File: src/l2_mem_pkg.sv
//****************************************
// L2 local memory types
//****************************************
package l2_mem_pkg;

    // cache slice geometry
    localparam int L2_WAYS      = 4;
    localparam int L2_SET_BITS  = 6;
    localparam int L2_TAG_BITS  = 12;
    localparam int L2_LINE_BITS = 64;

    localparam int L2_WAY_BITS  = (L2_WAYS > 1) ? $clog2(L2_WAYS) : 1;

    // set index
    typedef logic [L2_SET_BITS-1:0] l2_set_t;

    // way index, also the eviction pointer
    typedef logic [L2_WAY_BITS-1:0] l2_way_t;

    typedef logic [L2_TAG_BITS-1:0] l2_tag_t;

    typedef logic [L2_LINE_BITS-1:0] line_t;

    typedef logic [0:0] hprot_t;

    // one bit per way of a set
    typedef logic [L2_WAYS-1:0] l2_way_mask_t;

    // coherence state of one way
    typedef enum logic [2:0] {
        INVALID     = 3'd0,
        SHARED      = 3'd1,
        EXCLUSIVE   = 3'd2,
        MODIFIED    = 3'd3,
        SD          = 3'd4,
        STATE_RSVD5 = 3'd5,
        STATE_RSVD6 = 3'd6,
        STATE_RSVD7 = 3'd7
    } state_t;

    // which per-way field a bank array stores
    typedef enum logic [1:0] {
        FIELD_LINE  = 2'd0,
        FIELD_TAG   = 2'd1,
        FIELD_HPROT = 2'd2,
        FIELD_STATE = 2'd3
    } l2_field_t;

endpackage

File: src/l2_wr_if.sv
//****************************************
// L2 decoded write request
//****************************************
`timescale 1ns/1ps

interface l2_wr_if;
    import l2_mem_pkg::*;

    // target set and selected ways
    l2_set_t      set;
    l2_way_mask_t way_mask;

    // per-field write enables
    logic         we_line;
    logic         we_tag;
    logic         we_hprot;
    logic         we_state;
    logic         we_evict;

    // write data
    line_t        line;
    l2_tag_t      tag;
    hprot_t       hprot;
    state_t       state;
    l2_way_t      evict_way;

    modport dec (
        output set, way_mask,
        output we_line, we_tag, we_hprot, we_state, we_evict,
        output line, tag, hprot, state, evict_way
    );

    modport mem (
        input set, way_mask,
        input we_line, we_tag, we_hprot, we_state, we_evict,
        input line, tag, hprot, state, evict_way
    );

endinterface

File: src/l2_evict_mem.sv
//****************************************
// L2 eviction pointer memory
//****************************************
`timescale 1ns/1ps

module l2_evict_mem #(
    parameter int EVICT_BANKS = 1
) (
    input  logic                clk,
    input  logic                wr_rst,
    input  logic                rd_en,
    l2_wr_if.mem                wr,
    output l2_mem_pkg::l2_way_t rd_evict_way
);
    import l2_mem_pkg::*;

    localparam int IDX_BITS = $clog2(EVICT_BANKS);
    localparam int IDX_W    = (IDX_BITS > 0) ? IDX_BITS : 1;
    localparam int ROW_BITS = L2_SET_BITS - IDX_BITS;

    logic [IDX_W-1:0]    bank;
    logic [IDX_W-1:0]    rd_bank_q;
    logic [ROW_BITS-1:0] row;
    l2_way_t             bank_q [EVICT_BANKS];

    if (IDX_BITS > 0) begin : g_idx
        assign bank = wr.set[L2_SET_BITS-1 -: IDX_BITS];
    end else begin : g_no_idx
        assign bank = '0;
    end
    assign row = wr.set[ROW_BITS-1:0];

    for (genvar b = 0; b < EVICT_BANKS; b++) begin : g_bank
        l2_way_t mem [2**ROW_BITS];
        l2_way_t q;

        always_ff @(posedge clk) begin
            if (wr.we_evict && (int'(bank) == b)) begin
                mem[row] <= wr.evict_way;
            end
        end

        always_ff @(posedge clk) begin
            if (wr_rst) begin
                q <= '0;
            end else if (rd_en) begin
                q <= mem[row];
            end
        end

        assign bank_q[b] = q;
    end

    always_ff @(posedge clk) begin
        if (wr_rst) begin
            rd_bank_q <= '0;
        end else if (rd_en) begin
            rd_bank_q <= bank;
        end
    end

    assign rd_evict_way = bank_q[rd_bank_q];

    // a pointer write needs a known set and pointer
    assert property (@(posedge clk) disable iff (wr_rst)
        wr.we_evict |-> !$isunknown({wr.set, wr.evict_way}))
    else $error("eviction pointer write with an unknown set or pointer");

endmodule

File: src/flat_wrapper.sv
// flat-port wrapper written by rule: the top's interface ports become plain ports
module l2_evict_mem_flat import l2_mem_pkg::*;
#(
    parameter int EVICT_BANKS = 1
)
  (clk, wr_rst, rd_en, rd_evict_way, wr_set, wr_way_mask, wr_we_line, wr_we_tag, wr_we_hprot, wr_we_state, wr_we_evict, wr_line, wr_tag, wr_hprot, wr_state, wr_evict_way);
  l2_wr_if wr_i ();
  input  logic clk;
  input  logic wr_rst;
  input  logic rd_en;
  output l2_mem_pkg::l2_way_t rd_evict_way;
  input wire logic [$bits(wr_i.set)-1:0] wr_set;
  input wire logic [$bits(wr_i.way_mask)-1:0] wr_way_mask;
  input wire logic [$bits(wr_i.we_line)-1:0] wr_we_line;
  input wire logic [$bits(wr_i.we_tag)-1:0] wr_we_tag;
  input wire logic [$bits(wr_i.we_hprot)-1:0] wr_we_hprot;
  input wire logic [$bits(wr_i.we_state)-1:0] wr_we_state;
  input wire logic [$bits(wr_i.we_evict)-1:0] wr_we_evict;
  input wire logic [$bits(wr_i.line)-1:0] wr_line;
  input wire logic [$bits(wr_i.tag)-1:0] wr_tag;
  input wire logic [$bits(wr_i.hprot)-1:0] wr_hprot;
  input wire logic [$bits(wr_i.state)-1:0] wr_state;
  input wire logic [$bits(wr_i.evict_way)-1:0] wr_evict_way;
  assign wr_i.set = wr_set;
  assign wr_i.way_mask = wr_way_mask;
  assign wr_i.we_line = wr_we_line;
  assign wr_i.we_tag = wr_we_tag;
  assign wr_i.we_hprot = wr_we_hprot;
  assign wr_i.we_state = wr_we_state;
  assign wr_i.we_evict = wr_we_evict;
  assign wr_i.line = wr_line;
  assign wr_i.tag = wr_tag;
  assign wr_i.hprot = wr_hprot;
  assign wr_i.state = wr_state;
  assign wr_i.evict_way = wr_evict_way;
  l2_evict_mem #(.EVICT_BANKS(EVICT_BANKS)) u_core (.clk(clk), .wr_rst(wr_rst), .rd_en(rd_en), .wr(wr_i), .rd_evict_way(rd_evict_way));
endmodule
File: config.mk
export PLATFORM = sky130hd
export DESIGN_NAME = l2_evict_mem_flat
export DESIGN_NICKNAME = d
export VERILOG_FILES = /design/src/l2_mem_pkg.sv /design/src/l2_wr_if.sv /design/src/l2_evict_mem.sv /design/src/flat_wrapper.sv
export SDC_FILE = /design/constraint.sdc
export NUM_CORES = 1
export LEC_CHECK = 0
export BUFFER_PORTS_ARGS = -buffer_cell sky130_fd_sc_hd__buf_2
export CELL_PAD_IN_SITES_DETAIL_PLACEMENT = 1
export CELL_PAD_IN_SITES_GLOBAL_PLACEMENT = 1
export CORE_MARGIN = 2
export CORE_UTILIZATION = 41
export DETAILED_ROUTE_END_ITERATION = 8
export MAX_ROUTING_LAYER = met4
export PLACE_DENSITY_LB_ADDON = 0.3
export SLEW_MARGIN = 10
export SYNTH_ARGS = -nofsm -noshare
export SYNTH_HDL_FRONTEND = slang
export SYNTH_SLANG_ARGS = --single-unit
File: constraint.sdc
create_clock -name clk -period 1.5 [get_ports clk]
set_input_delay 0.075 -clock clk [delete_from_list [all_inputs] [get_ports clk]]
set_output_delay 0.075 -clock clk [all_outputs]
set_load 0.01 [all_outputs]
After elaboration in Yosys (flattened, before gate mapping):

Memories as Yosys holds them, arrays and structs flattened. A register that Yosys moved wholly into a read port is not among the register bits.
Index checks and enable logic that the tools add are counted.

* bits of input ports: 100
* bits in read-only memories: 0
* bits in latches: 0
* bits in registers: 0
* memories: 1
* memory bits (writable): 128
* logic and storage cells: 3

Memory list
* u_core.g_bank[0].mem: words 64, bits a word 2, read ports 1, clocked after Yosys merged registers in 1, write ports 1, RTL line l2_evict_mem.sv:34 `l2_way_t mem [2**ROW_BITS];`

* shift operators: 0
* div/mod/pow operators: 0
* muxes and demuxes: 2
* order comparisons: 0
* add/subtract/negate cells: 0
* bitwise logic cells: 0
* reductions and logical operators: 0
* equality and inequality tests: 0
* multiply operators: 0

Operators by type and width (count)
* $mux W1: 2

Logic depth before layout (Yosys ltp):

* depth in word-level cells: 2
* gate-level depth with buffers: 8

Worst setup path after synthesis:

OpenSTA, ideal clock, no wires.

* path type: input to register
* from: in wr_set[2]
* to: mem u_core.g_bank[0].mem[59][0] (netlist name) (enable)
* buffers on the path: 3
* stages on the path: 6
* arrival time: 1161 ps
* path slack: 28 ps
* data required time: 1189 ps
* cells stage by stage: buf_4 buf_2 buf_2 nor2b_1 nand3_1 nor2_1

RTL lines
* start: declaration: RTL line flat_wrapper.sv:12 `input wire logic [$bits(wr_i.set)-1:0] wr_set;`
* end: declaration: RTL line l2_evict_mem.sv:34

No word-level cell before the write port.

==> results.py <==
metrics = {
    "synth": {
        "ys_warn_count": 0,
        "synth_top_family_by_area": "multiplexers",
        "async_flop_share_pct": 0,
        "synth-compound-area-share_pct": 5.20,
        "ys_seq_area_share_pct": 70.2,
        "syn_avg_cell_area_um2": 15.5,
        "synth_top_area_share_pct": 69.5,
        "ys_ff_latch": 130,
        "syn_nets": 456,
        "synth_simple_gate_area_share_pct": 10.5,
        "yosys.area_share.xor_xnor_pct": 0,
        "synth_fa_ha_area_share_pct": 0,
        "synth.most_common_cell": "edfxtp_1",
        "synthDistinctLibCells": 47,
        "synthFlopType": "edfxtp_1",
        "synthTopCellsByArea": "edfxtp_1 70%, mux4_2 6.9%, nor2_1 4.9%, mux2_2 2.2%, mux2i_1 2.0%",
        "synth_top_area_cell": "edfxtp_1",
        "syn_inst": 356,
        "synth_mux_area_share_pct": 11.2,
        "synth_commonest_cells": "128 x edfxtp_1, 72 x nor2_1, 17 x mux4_2, 12 x buf_2",
        "netlist_area_mm2": 0.00553,
        "synth_edf_count": 128,
    },
    "worst_setup_path": {
        "crit_required_ps": 1810,
        "cp-end-kind": "flop",
        "cp_max_fo": 1,
        "cp-startpoint": "u_core.g_bank[0].mem[26][0]",
        "r2r-start": "u_core.g_bank[0].mem[26][0]",
        "path_class": "reg2reg",
        "critPathArrivalTime_ps": 1920,
        "startpoint_type": "flop",
    },
    "route": {
        "remaining_drc_errors": 0,
        "drtPass1Iterations": 4,
        "routed-via-count": 3280,
        "wl_um": 13300,
        "first_iter_violations": 245,
        "wire_per_inst_um": 22.1,
        "ant_nets": 0,
        "viasPerCell": 5.42,
    },
    "global_route": {
        "grt_pass1_wl_um": 20800,
        "grt_max_degree": 65,
        "grt_usage_pct": 20.7,
        "antenna_found_initial": 0,
        "overflow": 0,
        "grt_pass1_vias": 3501,
    },
    "timing": {
        "maxSlewViolCount": 0,
        "worstMarginPinSlew_ps": 1120,
        "fmax_ghz": 0.622,
        "tns_ps": -184,
        "fin_crit_ps": 1610,
        "holdWs_ps": 259,
        "post-route-period-util_pct": 107,
        "max_slew_margin_pct": 25.6,
        "hold_violations": 0,
        "setup_slack_ps": -107,
        "setup_viol": 2,
        "skew_ps": 9.74,
        "rsz0062_at_grt": "yes",
    },
    "final_layout": {
        "regArea_mm2": 0.00388,
        "n_antenna_cell": 0,
        "fillers": 1288,
        "layout.cells.non_filler": 605,
        "final_layout_size_suffix_gt1_share_pct": 28.4,
        "area_growth_pct": 20.1,
        "stdcell_area_mm2": 0.00664,
        "final_nets": 517,
        "multi_input_area_mm2": 0.00151,
    },
    "placed_design": {
        "io_buffers": 13,
        "place_inst": 572,
        "place_congestion": 0.865,
        "placed_area_mm2": 0.00606,
        "pre_cts_slack_ps": -439,
        "post-dp-hpwl_um": 8860,
    },
    "hold_path": {
        "min-delay-start": "wr_we_evict",
        "hold_path_class": "in2reg",
    },
    "floorplan": {
        "core_mm2": 0.0132,
        "die_area_mm2": 0.0144,
        "num_rows": 42,
        "start_util_pct": 41.9,
        "die_x_um": 120,
        "dieHeight_um": 120,
        "ios": 102,
    },
    "clock_network": {
        "clock_path_buffers": 2,
        "clk-insertion-delay-late_ps": 430,
        "ctsRootBufferMaster": "clkbuf_16",
        "htreeDepth": 4,
        "clkTransAtPathRegs_ps": 50,
        "cts_sinks": 130,
        "cts_tree": "built",
        "numCtsBuffers": 17,
    },
    "power": {
        "ir_drop_uv": 870,
        "power_density_mw_per_mm2": 1260,
        "p_leak_nw": 2.23,
    },
    "run": {
        "max-cap-violations": 0,
    },
    "run_status": {
        "outcome": "complete, but fails checks",
        "violations": "setup timing",
    },
}
==> power breakdown <==
group / internal (mW) / switching [mW] / total (mW)
registers: 4.02 / 0.0105 / 4.03
clock network: 2.40 / 1.42 / 3.82
logic: 0.214 / 0.296 / 0.510
total: 6.63 / 1.73 / 8.36
==> logic make-up (layout without fill, tap and decap cells) <==
| logic type | count (synthesis) | count (layout) |
|---|---|---|
| AND/OR/NAND/NOR | 120 | 120 |
| flip-flops | 130 | 130 |
| multiplexers | 39 | 39 |
| buffers and inverters | 27 | 100 |
| AO/OA/AOI/OAI | 40 | 40 |
==> layout make-up <==
type,instances,area share [%]
Inverter,4,0.226
Multi-Input combinational cell,199,22.8
Clock inverter,9,1.36
Timing Repair Buffer,65,7.16
Sequential cell,130,58.5
Clock buffer,22,6.69
Tap cell,176,3.32
==> layer usage <==
metal | share of wire [%] | GRT usage [%] | up-vias | routed length [um]
met4 | 1.9 | 8.09 | 0 | 258
met1 | 44 | 26.0 | 1690 | 5850
met2 | 50 | 32.5 | 62 | 6650
li1 | - | - | 1506 | -
met5 | 0 | - | - | 0
met3 | 4.4 | 5.47 | 22 | 590
==> placed cells by master, fill, tap and decap left out, types with 2 or more instances in the layout <==
cell type	count
a2bb2oi_1	2
bufinv_16	2
o21ai_0	5
edfxtp_1	128
mux2_2	11
nand3_1	8
nand2_1	6
nor3b_1	6
a22oi_1	3
clkinv_1	4
and3b_1	5
nor2_1	72
nand3b_1	4
clkbuf_1	5
a21oi_1	6
dfxtp_1	2
mux2i_1	11
buf_2	12
inv_1	4
buf_4	49
clkinv_2	3
and3_1	5
mux4_2	17
clkbuf_16	17
or3b_2	2
dlygate4sd3_1	2
nor2b_1	6
a31oi_1	4
o211ai_1	3
==> state kept, by name, indices dropped and copies added, names as in the netlist <==
name               count
u_core.bank_q          2
u_core.g_bank.mem    128
==> metrics by stage <==
stage | power (mW) | utilization [%]
floorplan | 4.38 | -
detailed placement | 4.61 | 45.9
global placement | 4.60 | 45.9
global route | 8.60 | 50.4
finish | 8.36 | 50.4
CTS | 8.41 | 50.2
==> what timing repair did <==
item | 4_1_cts | 5_1_grt
setup buffers | 0 | 0
gates cloned | 0 | 0
hold endpoints to repair | 2 | 0
gates resized for setup | 1 | 5
endpoints found under the setup margin | 2 | 23
pin swaps | 1 | 2
hold buffers | 2 | 0
==> worst max-delay path, stage by stage, from the launching register on <==
cell      delay (ps)
edfxtp_1         400
mux4_2           480
mux2i_1          150
nor2_1            80
nor4_2           280
a31oi_1          110
==> path summary, 6_finish.rpt <==
check                                              endpoint  slack, ps  cells past startpoint
worst min-delay path            u_core.g_bank[0].mem[30][1]        260                      4
worst min register to register             u_core.bank_q[1]        550                      2
worst max-delay path                       u_core.bank_q[0]       -110                      5
worst max register to register             u_core.bank_q[0]       -110                      5
No activity file was read; power rests on OpenSTA's default activity.
