`config.mk`:
```
export PLATFORM = sky130hd
export DESIGN_NAME = l2_bank_array_flat
export DESIGN_NICKNAME = d
export VERILOG_FILES = /design/src/l2_mem_pkg.sv /design/src/l2_wr_if.sv /design/src/l2_bank_array.sv /design/src/flat_wrapper.sv
export SDC_FILE = /design/constraint.sdc
export NUM_CORES = 2
export LEC_CHECK = 0
export ABC_AREA = 1
export BUFFER_PORTS_ARGS = -buffer_cell sky130_fd_sc_hd__buf_2
export CAP_MARGIN = 5
export CELL_PAD_IN_SITES_DETAIL_PLACEMENT = 0
export CELL_PAD_IN_SITES_GLOBAL_PLACEMENT = 1
export CORE_ASPECT_RATIO = 1.5
export CORE_UTILIZATION = 40
export CTS_BUF_LIST = sky130_fd_sc_hd__clkbuf_2
export DETAILED_ROUTE_END_ITERATION = 8
export HOLD_SLACK_MARGIN = 0.15
export PLACE_DENSITY = 0.75
export SETUP_SLACK_MARGIN = 0.4
export SYNTH_ARGS = -nofsm -noshare
export SYNTH_HDL_FRONTEND = slang
export SYNTH_SLANG_ARGS = --single-unit
```
`constraint.sdc`:
```
create_clock -name clk -period 2.5 [get_ports clk]
set_input_delay 0.125 -clock clk [delete_from_list [all_inputs] [get_ports clk]]
set_output_delay 0.125 -clock clk [all_outputs]
set_load 0.1 [all_outputs]
```
`src/l2_mem_pkg.sv`:
```
//****************************************
// L2 local memory types
//****************************************
package l2_mem_pkg;

    // cache slice geometry
    localparam int L2_WAYS      = 4;
    localparam int L2_SET_BITS  = 6;
    localparam int L2_TAG_BITS  = 12;
    localparam int L2_LINE_BITS = 64;

    localparam int L2_WAY_BITS  = (L2_WAYS > 1) ? $clog2(L2_WAYS) : 1;

    // set index
    typedef logic [L2_SET_BITS-1:0] l2_set_t;

    // way index, also the eviction pointer
    typedef logic [L2_WAY_BITS-1:0] l2_way_t;

    typedef logic [L2_TAG_BITS-1:0] l2_tag_t;

    typedef logic [L2_LINE_BITS-1:0] line_t;

    typedef logic [0:0] hprot_t;

    // one bit per way of a set
    typedef logic [L2_WAYS-1:0] l2_way_mask_t;

    // coherence state of one way
    typedef enum logic [2:0] {
        INVALID     = 3'd0,
        SHARED      = 3'd1,
        EXCLUSIVE   = 3'd2,
        MODIFIED    = 3'd3,
        SD          = 3'd4,
        STATE_RSVD5 = 3'd5,
        STATE_RSVD6 = 3'd6,
        STATE_RSVD7 = 3'd7
    } state_t;

    // which per-way field a bank array stores
    typedef enum logic [1:0] {
        FIELD_LINE  = 2'd0,
        FIELD_TAG   = 2'd1,
        FIELD_HPROT = 2'd2,
        FIELD_STATE = 2'd3
    } l2_field_t;

endpackage

```
`src/l2_wr_if.sv`:
```
//****************************************
// L2 decoded write request
//****************************************
`timescale 1ns/1ps

interface l2_wr_if;
    import l2_mem_pkg::*;

    // target set and selected ways
    l2_set_t      set;
    l2_way_mask_t way_mask;

    // per-field write enables
    logic         we_line;
    logic         we_tag;
    logic         we_hprot;
    logic         we_state;
    logic         we_evict;

    // write data
    line_t        line;
    l2_tag_t      tag;
    hprot_t       hprot;
    state_t       state;
    l2_way_t      evict_way;

    modport dec (
        output set, way_mask,
        output we_line, we_tag, we_hprot, we_state, we_evict,
        output line, tag, hprot, state, evict_way
    );

    modport mem (
        input set, way_mask,
        input we_line, we_tag, we_hprot, we_state, we_evict,
        input line, tag, hprot, state, evict_way
    );

endinterface

```
`src/l2_bank_array.sv`:
```
//****************************************
// L2 banked per-way field memory
//****************************************
`timescale 1ns/1ps

module l2_bank_array #(
    parameter int                    DATA_BITS = 8,
    parameter int                    BANKS     = 1,
    parameter l2_mem_pkg::l2_field_t field_sel = l2_mem_pkg::FIELD_LINE
) (
    input  logic                 clk,
    input  logic                 wr_rst,
    input  logic                 rd_en,
    l2_wr_if.mem                 wr,
    output logic [DATA_BITS-1:0] rd_data [l2_mem_pkg::L2_WAYS]
);
    import l2_mem_pkg::*;

    localparam int IDX_BITS = $clog2(BANKS);
    localparam int IDX_W    = (IDX_BITS > 0) ? IDX_BITS : 1;
    localparam int ROW_BITS = L2_SET_BITS - IDX_BITS;
    localparam int PAIRS    = L2_WAYS / 2;
    localparam int DEPTH    = 2 ** (ROW_BITS + 1);

    logic [DATA_BITS-1:0] wr_data;
    logic                 field_we;
    logic [IDX_W-1:0]     bank;
    logic [IDX_W-1:0]     rd_bank_q;
    logic [ROW_BITS-1:0]  row;
    logic [DATA_BITS-1:0] bank_q [BANKS][L2_WAYS];

    if (L2_WAYS % 2 != 0) begin : g_odd_ways
        $error("ways are paired on two ports, L2_WAYS must be even");
    end

    always_comb begin
        case (field_sel)
            FIELD_TAG: begin
                wr_data  = DATA_BITS'(wr.tag);
                field_we = wr.we_tag;
            end
            FIELD_HPROT: begin
                wr_data  = DATA_BITS'(wr.hprot);
                field_we = wr.we_hprot;
            end
            FIELD_STATE: begin
                wr_data  = DATA_BITS'(wr.state);
                field_we = wr.we_state;
            end
            default: begin
                wr_data  = DATA_BITS'(wr.line);
                field_we = wr.we_line;
            end
        endcase
    end

    // upper set bits pick the bank, the rest address a row
    if (IDX_BITS > 0) begin : g_idx
        assign bank = wr.set[L2_SET_BITS-1 -: IDX_BITS];
    end else begin : g_no_idx
        assign bank = '0;
    end
    assign row = wr.set[ROW_BITS-1:0];

    for (genvar b = 0; b < BANKS; b++) begin : g_bank
        for (genvar p = 0; p < PAIRS; p++) begin : g_pair
            logic [DATA_BITS-1:0] mem [DEPTH];
            logic [DATA_BITS-1:0] q_a;
            logic [DATA_BITS-1:0] q_b;
            logic                 we_a;
            logic                 we_b;

            assign we_a = field_we && (int'(bank) == b) && wr.way_mask[2*p];
            assign we_b = field_we && (int'(bank) == b) && wr.way_mask[2*p+1];

            // even way in the lower half, odd way in the upper half
            always_ff @(posedge clk) begin
                if (we_a) begin
                    mem[{1'b0, row}] <= wr_data;
                end
                if (we_b) begin
                    mem[{1'b1, row}] <= wr_data;
                end
            end

            always_ff @(posedge clk) begin
                if (wr_rst) begin
                    q_a <= '0;
                    q_b <= '0;
                end else if (rd_en) begin
                    q_a <= mem[{1'b0, row}];
                    q_b <= mem[{1'b1, row}];
                end
            end

            assign bank_q[b][2*p]   = q_a;
            assign bank_q[b][2*p+1] = q_b;
        end
    end

    // bank of the last read, so the mux follows the read address
    always_ff @(posedge clk) begin
        if (wr_rst) begin
            rd_bank_q <= '0;
        end else if (rd_en) begin
            rd_bank_q <= bank;
        end
    end

    always_comb begin
        for (int w = 0; w < L2_WAYS; w++) begin
            rd_data[w] = bank_q[rd_bank_q][w];
        end
    end

    // an access must name a bank that exists
    assert property (@(posedge clk) disable iff (wr_rst)
        (rd_en || field_we) |-> (int'(bank) < BANKS))
    else $error("bank index out of range");

endmodule

```
`src/flat_wrapper.sv`:
```
// flat-port wrapper written by rule: the top's interface ports become plain ports
module l2_bank_array_flat import l2_mem_pkg::*;
#(
    parameter int                    DATA_BITS = 8,
    parameter int                    BANKS     = 1,
    parameter l2_mem_pkg::l2_field_t field_sel = l2_mem_pkg::FIELD_LINE
)
  (clk, wr_rst, rd_en, rd_data, wr_set, wr_way_mask, wr_we_line, wr_we_tag, wr_we_hprot, wr_we_state, wr_we_evict, wr_line, wr_tag, wr_hprot, wr_state, wr_evict_way);
  l2_wr_if wr_i ();
  input  logic clk;
  input  logic wr_rst;
  input  logic rd_en;
  output logic [DATA_BITS-1:0] rd_data[l2_mem_pkg::L2_WAYS];
  input wire logic [$bits(wr_i.set)-1:0] wr_set;
  input wire logic [$bits(wr_i.way_mask)-1:0] wr_way_mask;
  input wire logic [$bits(wr_i.we_line)-1:0] wr_we_line;
  input wire logic [$bits(wr_i.we_tag)-1:0] wr_we_tag;
  input wire logic [$bits(wr_i.we_hprot)-1:0] wr_we_hprot;
  input wire logic [$bits(wr_i.we_state)-1:0] wr_we_state;
  input wire logic [$bits(wr_i.we_evict)-1:0] wr_we_evict;
  input wire logic [$bits(wr_i.line)-1:0] wr_line;
  input wire logic [$bits(wr_i.tag)-1:0] wr_tag;
  input wire logic [$bits(wr_i.hprot)-1:0] wr_hprot;
  input wire logic [$bits(wr_i.state)-1:0] wr_state;
  input wire logic [$bits(wr_i.evict_way)-1:0] wr_evict_way;
  assign wr_i.set = wr_set;
  assign wr_i.way_mask = wr_way_mask;
  assign wr_i.we_line = wr_we_line;
  assign wr_i.we_tag = wr_we_tag;
  assign wr_i.we_hprot = wr_we_hprot;
  assign wr_i.we_state = wr_we_state;
  assign wr_i.we_evict = wr_we_evict;
  assign wr_i.line = wr_line;
  assign wr_i.tag = wr_tag;
  assign wr_i.hprot = wr_hprot;
  assign wr_i.state = wr_state;
  assign wr_i.evict_way = wr_evict_way;
  l2_bank_array #(.DATA_BITS(DATA_BITS), .BANKS(BANKS), .field_sel(field_sel)) u_core (.clk(clk), .wr_rst(wr_rst), .rd_en(rd_en), .wr(wr_i), .rd_data(rd_data));
endmodule
```
**Yosys cells after proc, flatten, opt, wreduce, memory -nomap -nowiden**

Memory sizes are Yosys's and may differ from the RTL's. A register that Yosys moved wholly into a read port is not among the register bits.
Cells that the tools add are included.

- $add $sub $neg: 0
- Multipliers: 0
- Div/mod/pow operators: 0
- Order comparisons: 0
- Equality and inequality tests: 0
- Shift-type cells: 0
- Muxes and demuxes: 8
- Bitwise gates (word level): 0
- Reductions and logical operators: 4

Operators by type and width:

| cell | count |
|---|---|
| 1-bit 2-to-1 mux | 8 |
| 1-bit logical AND | 4 |

- Register bits after elaboration: 0
- Latch bits: 0
- Bits in writable memories: 2,048
- Memory bits (read-only): 0
- Bits of input ports: 100
- Logic and storage cells: 14
- Memories kept: 2

Memories:

| name | words | bits a word | rd ports | clocked after memory_dff | write ports | line | RTL |
|---|---|---|---|---|---|---|---|
| u_core.g_bank[0].g_pair[0].mem | 128 | 8 | 2 | 2 | 2 | l2_bank_array.sv:67 | `logic [DATA_BITS-1:0] mem [DEPTH];` |
| u_core.g_bank[0].g_pair[1].mem | 128 | 8 | 2 | 2 | 2 | l2_bank_array.sv:67 |  |

**Depth between registers and ports, before layout**

- Depth after elaboration: 3
- Gate-level depth with buffers: 17
- Depth with buffers taken out: 13

**Worst setup path before layout**

OpenSTA, ideal clock, no wires.

- Kind: input port to flip-flop
- Start: input port wr_set[4]
- End: memory u_core.g_bank[0].g_pair[0].mem[84][0], enable pin
- Library setup time: 370 ps
- Data arrival time: 1,506 ps
- Path slack: 624 ps
- Cell stages on the path: 7
- Path buffers: 1
- Path through: inv_1 > nor2_2 > inv_1 > buf_1 > nor2_1 > nand2_1 > nor2_1

RTL lines:

| item | line | RTL |
|---|---|---|
| from (decl) | flat_wrapper.sv:14 | `input wire logic [$bits(wr_i.set)-1:0] wr_set;` |
| to (decl) | l2_bank_array.sv:67 |  |

**Worst setup path after layout**

- Start: register u_core.g_bank[0].g_pair[1].q_b[7], read port of u_core.g_bank[0].g_pair[1].mem
- End: output port rd_data[7] in the netlist's numbering

RTL lines:

| item | line | RTL |
|---|---|---|
| from (decl) | l2_bank_array.sv:69 | `logic [DATA_BITS-1:0] q_b;` |
| to (decl) | flat_wrapper.sv:13 | `output logic [DATA_BITS-1:0] rd_data[l2_mem_pkg::L2_WAYS];` |

No word-level cell between the ends.

==> out/metrics.csv <==
metric,value,unit
status,finished clean,
max-cap violation count,0,
Required @ worst endpoint,2.38,ns
Sum Neg Setup Slack,0,ns
CORE AREA,216800,sq um
Final Cycle Share,99.64,%
CTS tree,done,
Post-synth ARST share,0,%
Combinational Power Share,8.7,%
synthesized area per cell,10.28,sq um
IO Count,132,
First DRT Iteration DRCs,5535,
clock power share,32.5,%
Mapped Cells,8514,
critical path cell sequence,buf_12,
# setup viols final,0,
Hold Crit Class,input port to register,
Final Max Tran Viols,0,
Net Sw Frac,26.89,%
sw power,17.61,mW
max_slew headroom,33.64,%
pre-CTS setup slack,-0.1313,ns
Post-layout nets,9286,
endpoint class of the critical path,output port,
CP max FO,2,
DR vias,62350,
share of cells above drive strength 1,14.29,%
DR pass1 iterations,6,
DRT antenna net count,0,
Final Instance Area,100200,sq um
cell at the slowest stage of the critical path,dfxtp_4,
Starting Density,40.37,%
Worst-path clk slew,0.10,ns
Root Buffer,clkbuf_2,
Hold Fails Final Rpt,0,
die area,220700,sq um
Yosys cell types,24,
DRC Markers,0,
Mapped Area,87510,sq um
RSZ-0062 raised after global routing,yes,
largest net degree at the start of global routing,162,
clock skew,0.1716,ns
Crit path max-delay family,flip-flops,
maximum clock rate,0.4015,GHz
routed len/inst,21.41,um
Sequential Power Share,58.8,%
"Arr. time, crit path",2.37,ns
IO Port Bufs,53,
Syn Nets,8614,
Power Density,653.9,nW/um^2
Die Width,383.9,um
"Seq/Total Area, Yosys",71.01,%
CTS buffer count,460,
Area Overhead vs Synth,14.48,%
total grt overflow,0,
#FFs+latches synth,2080,
Worst-Margin Slew,0.9954,ns
commonest register cell after synthesis,edfxtp_1,
DR vias/cell,5.026,
WP buf/inv,1,
Post-DP Area,94430,sq um
maximum buffer depth of the clock tree,4,
largest vdd supply drop,0.3015,mV
Final WS setup,0.009104,ns
post-layout util,46.21,%
max incr delay on CP,0.46,ns
H-tree depth,5,
CP startpoint kind,register,
Int Power,47.89,mW
number of enable flip-flop cells after synthesis,2048,
number of global-route vias before repair,62370,
warnings from Yosys,0,
Global Route Usage Sum,23.94,%
initial antenna violation count,9,
count of clock tree sinks,2080,
DIE HEIGHT,574.8,um
Routed WL,265.6,mm
global-route wire length before repair,393.4,mm
critical path class,register to output port,
Leak,41.58,nW
hpwl dp,166.5,mm
FILL cells,20220,
Final GP Congestion,0.8830,
Final Critical Period,2.491,ns
# rows,209,
Final Power,65.50,mW
Worst-Skew Late Latency,1.74,ns
[timing repair]
item / CTS / global route
setup endpoints to repair: 32 / 1631
resized for setup: 183 / 20
setup buffers: 4 / 2
hold buffers: 70 / 1
hold endpoints to repair: 4128 / 36
pin swaps: 0 / 0
[synthesized netlist by cell type (6+ instances only)]
| cell | n | area share (%) |
|---|---|---|
| nand2_1 | 5206 | 22 |
| edfxtp_1 | 2048 | 70 |
| nor2_1 | 351 | 1.5 |
| a21oi_1 | 279 | 1.6 |
| buf_2 | 248 | 1.4 |
| clkbuf_1 | 103 | 0.44 |
| o21ai_0 | 67 | 0.38 |
| buf_4 | 57 | 0.49 |
| nand3_1 | 36 | 0.21 |
| buf_1 | 33 | 0.14 |
| dfxtp_1 | 32 | 0.73 |
| buf_6 | 18 | 0.23 |
| o21ai_1 | 8 | 0.046 |
| inv_1 | 6 | 0.026 |
[metal layers]
layer	up-vias	global-route usage (%)	wire length, um	part of all wire, %
met2	2272	41.99	134600	51
met4	2	11.14	12230	4.6
met5	-	0	12	0.0045
met3	531	3.795	16860	6.3
met1	30060	28.60	101900	38
li1	29490	-	-	-
[cells in the final DEF (no fill, tap or decap), types with 5 or more instances in the layout]
master,instances
buf_8,11
o21ai_1,8
a21oi_1,279
buf_12,134
inv_2,5
nand2_1,5200
dlygate4sd3_1,57
nor2_4,6
buf_2,11
diode_2,8
dfxtp_2,7
inv_1,5
nand2_2,6
nand3_1,35
buf_4,447
bufinv_16,9
o21ai_0,67
clkinv_1,131
clkinvlp_4,5
buf_16,9
clkinv_2,40
edfxtp_1,2048
clkbuf_2,634
nor2_1,346
nor2_2,6
dfxtp_4,25
[power by group through the flow]
stage	Combinational (mW)	Sequential, mW	Clock (mW)
after floorplan	2.56	39.5	0
after global placement	5.43	39.3	0
final	5.72	38.5	21.3
after global routing	6.19	38.5	23.4
after CTS	5.73	38.5	21.8
after detailed placement	5.46	39.3	0
[layout make-up]
type | count | area (sq um) | area share [%]
clock inverter | 190 | 1039 | 1.037
clock buffer | 634 | 3173 | 3.168
sequential | 2080 | 62240 | 62.13
antenna | 8 | 20.02 | 0.01998
tap | 2848 | 3563 | 3.557
multi-input combinational | 5961 | 22960 | 22.92
inverter | 13 | 82.58 | 0.08244
timing repair buffer | 670 | 7089 | 7.077
[final timing paths]
kind	startpoint	end	slack [ns]	cells after the start
worst max-delay path	u_core.g_bank[0].g_pair[1].q_b[7]$_SDFFE_PP0P_	rd_data[7]	0.009	1
worst min-delay path	wr_set[0]	u_core.g_bank[0].g_pair[1].q_b[5]$_SDFFE_PP0P_	0.26	15
worst max register to register	u_core.g_bank[0].g_pair[1].mem[15][3]$_DFFE_PP_	u_core.g_bank[0].g_pair[1].q_a[3]$_SDFFE_PP0P_	0.52	13
worst min register to register	u_core.g_bank[0].g_pair[0].q_b[0]$_SDFFE_PP0P_	u_core.g_bank[0].g_pair[0].q_b[0]$_SDFFE_PP0P_	0.49	2
[registers in the layout (all words and copies together), names as in the netlist]
signal and cells:
u_core.g_bank.g_pair.mem 2048, u_core.g_bank.g_pair.q_a 16, u_core.g_bank.g_pair.q_b 16
[kinds of logic after synthesis]
kind of cell / count (synthesis) / share of synthesized area, %
AO/OA/AOI/OAI: 355 / 2.033
AND/OR/NAND/NOR: 5606 / 24.16
buffers and inverters: 473 / 2.798
flip-flops: 2080 / 71.01
[per-stage QoR]
stage	hold slack, ns	instances
final	0.2572	12400
after global routing	0.2606	12400
after CTS	0.1503	12400
after detailed placement	0.4545	11500
after global placement	0.4502	11500
after floorplan	0.1941	8514
No activity file was read; power rests on OpenSTA's default activity.
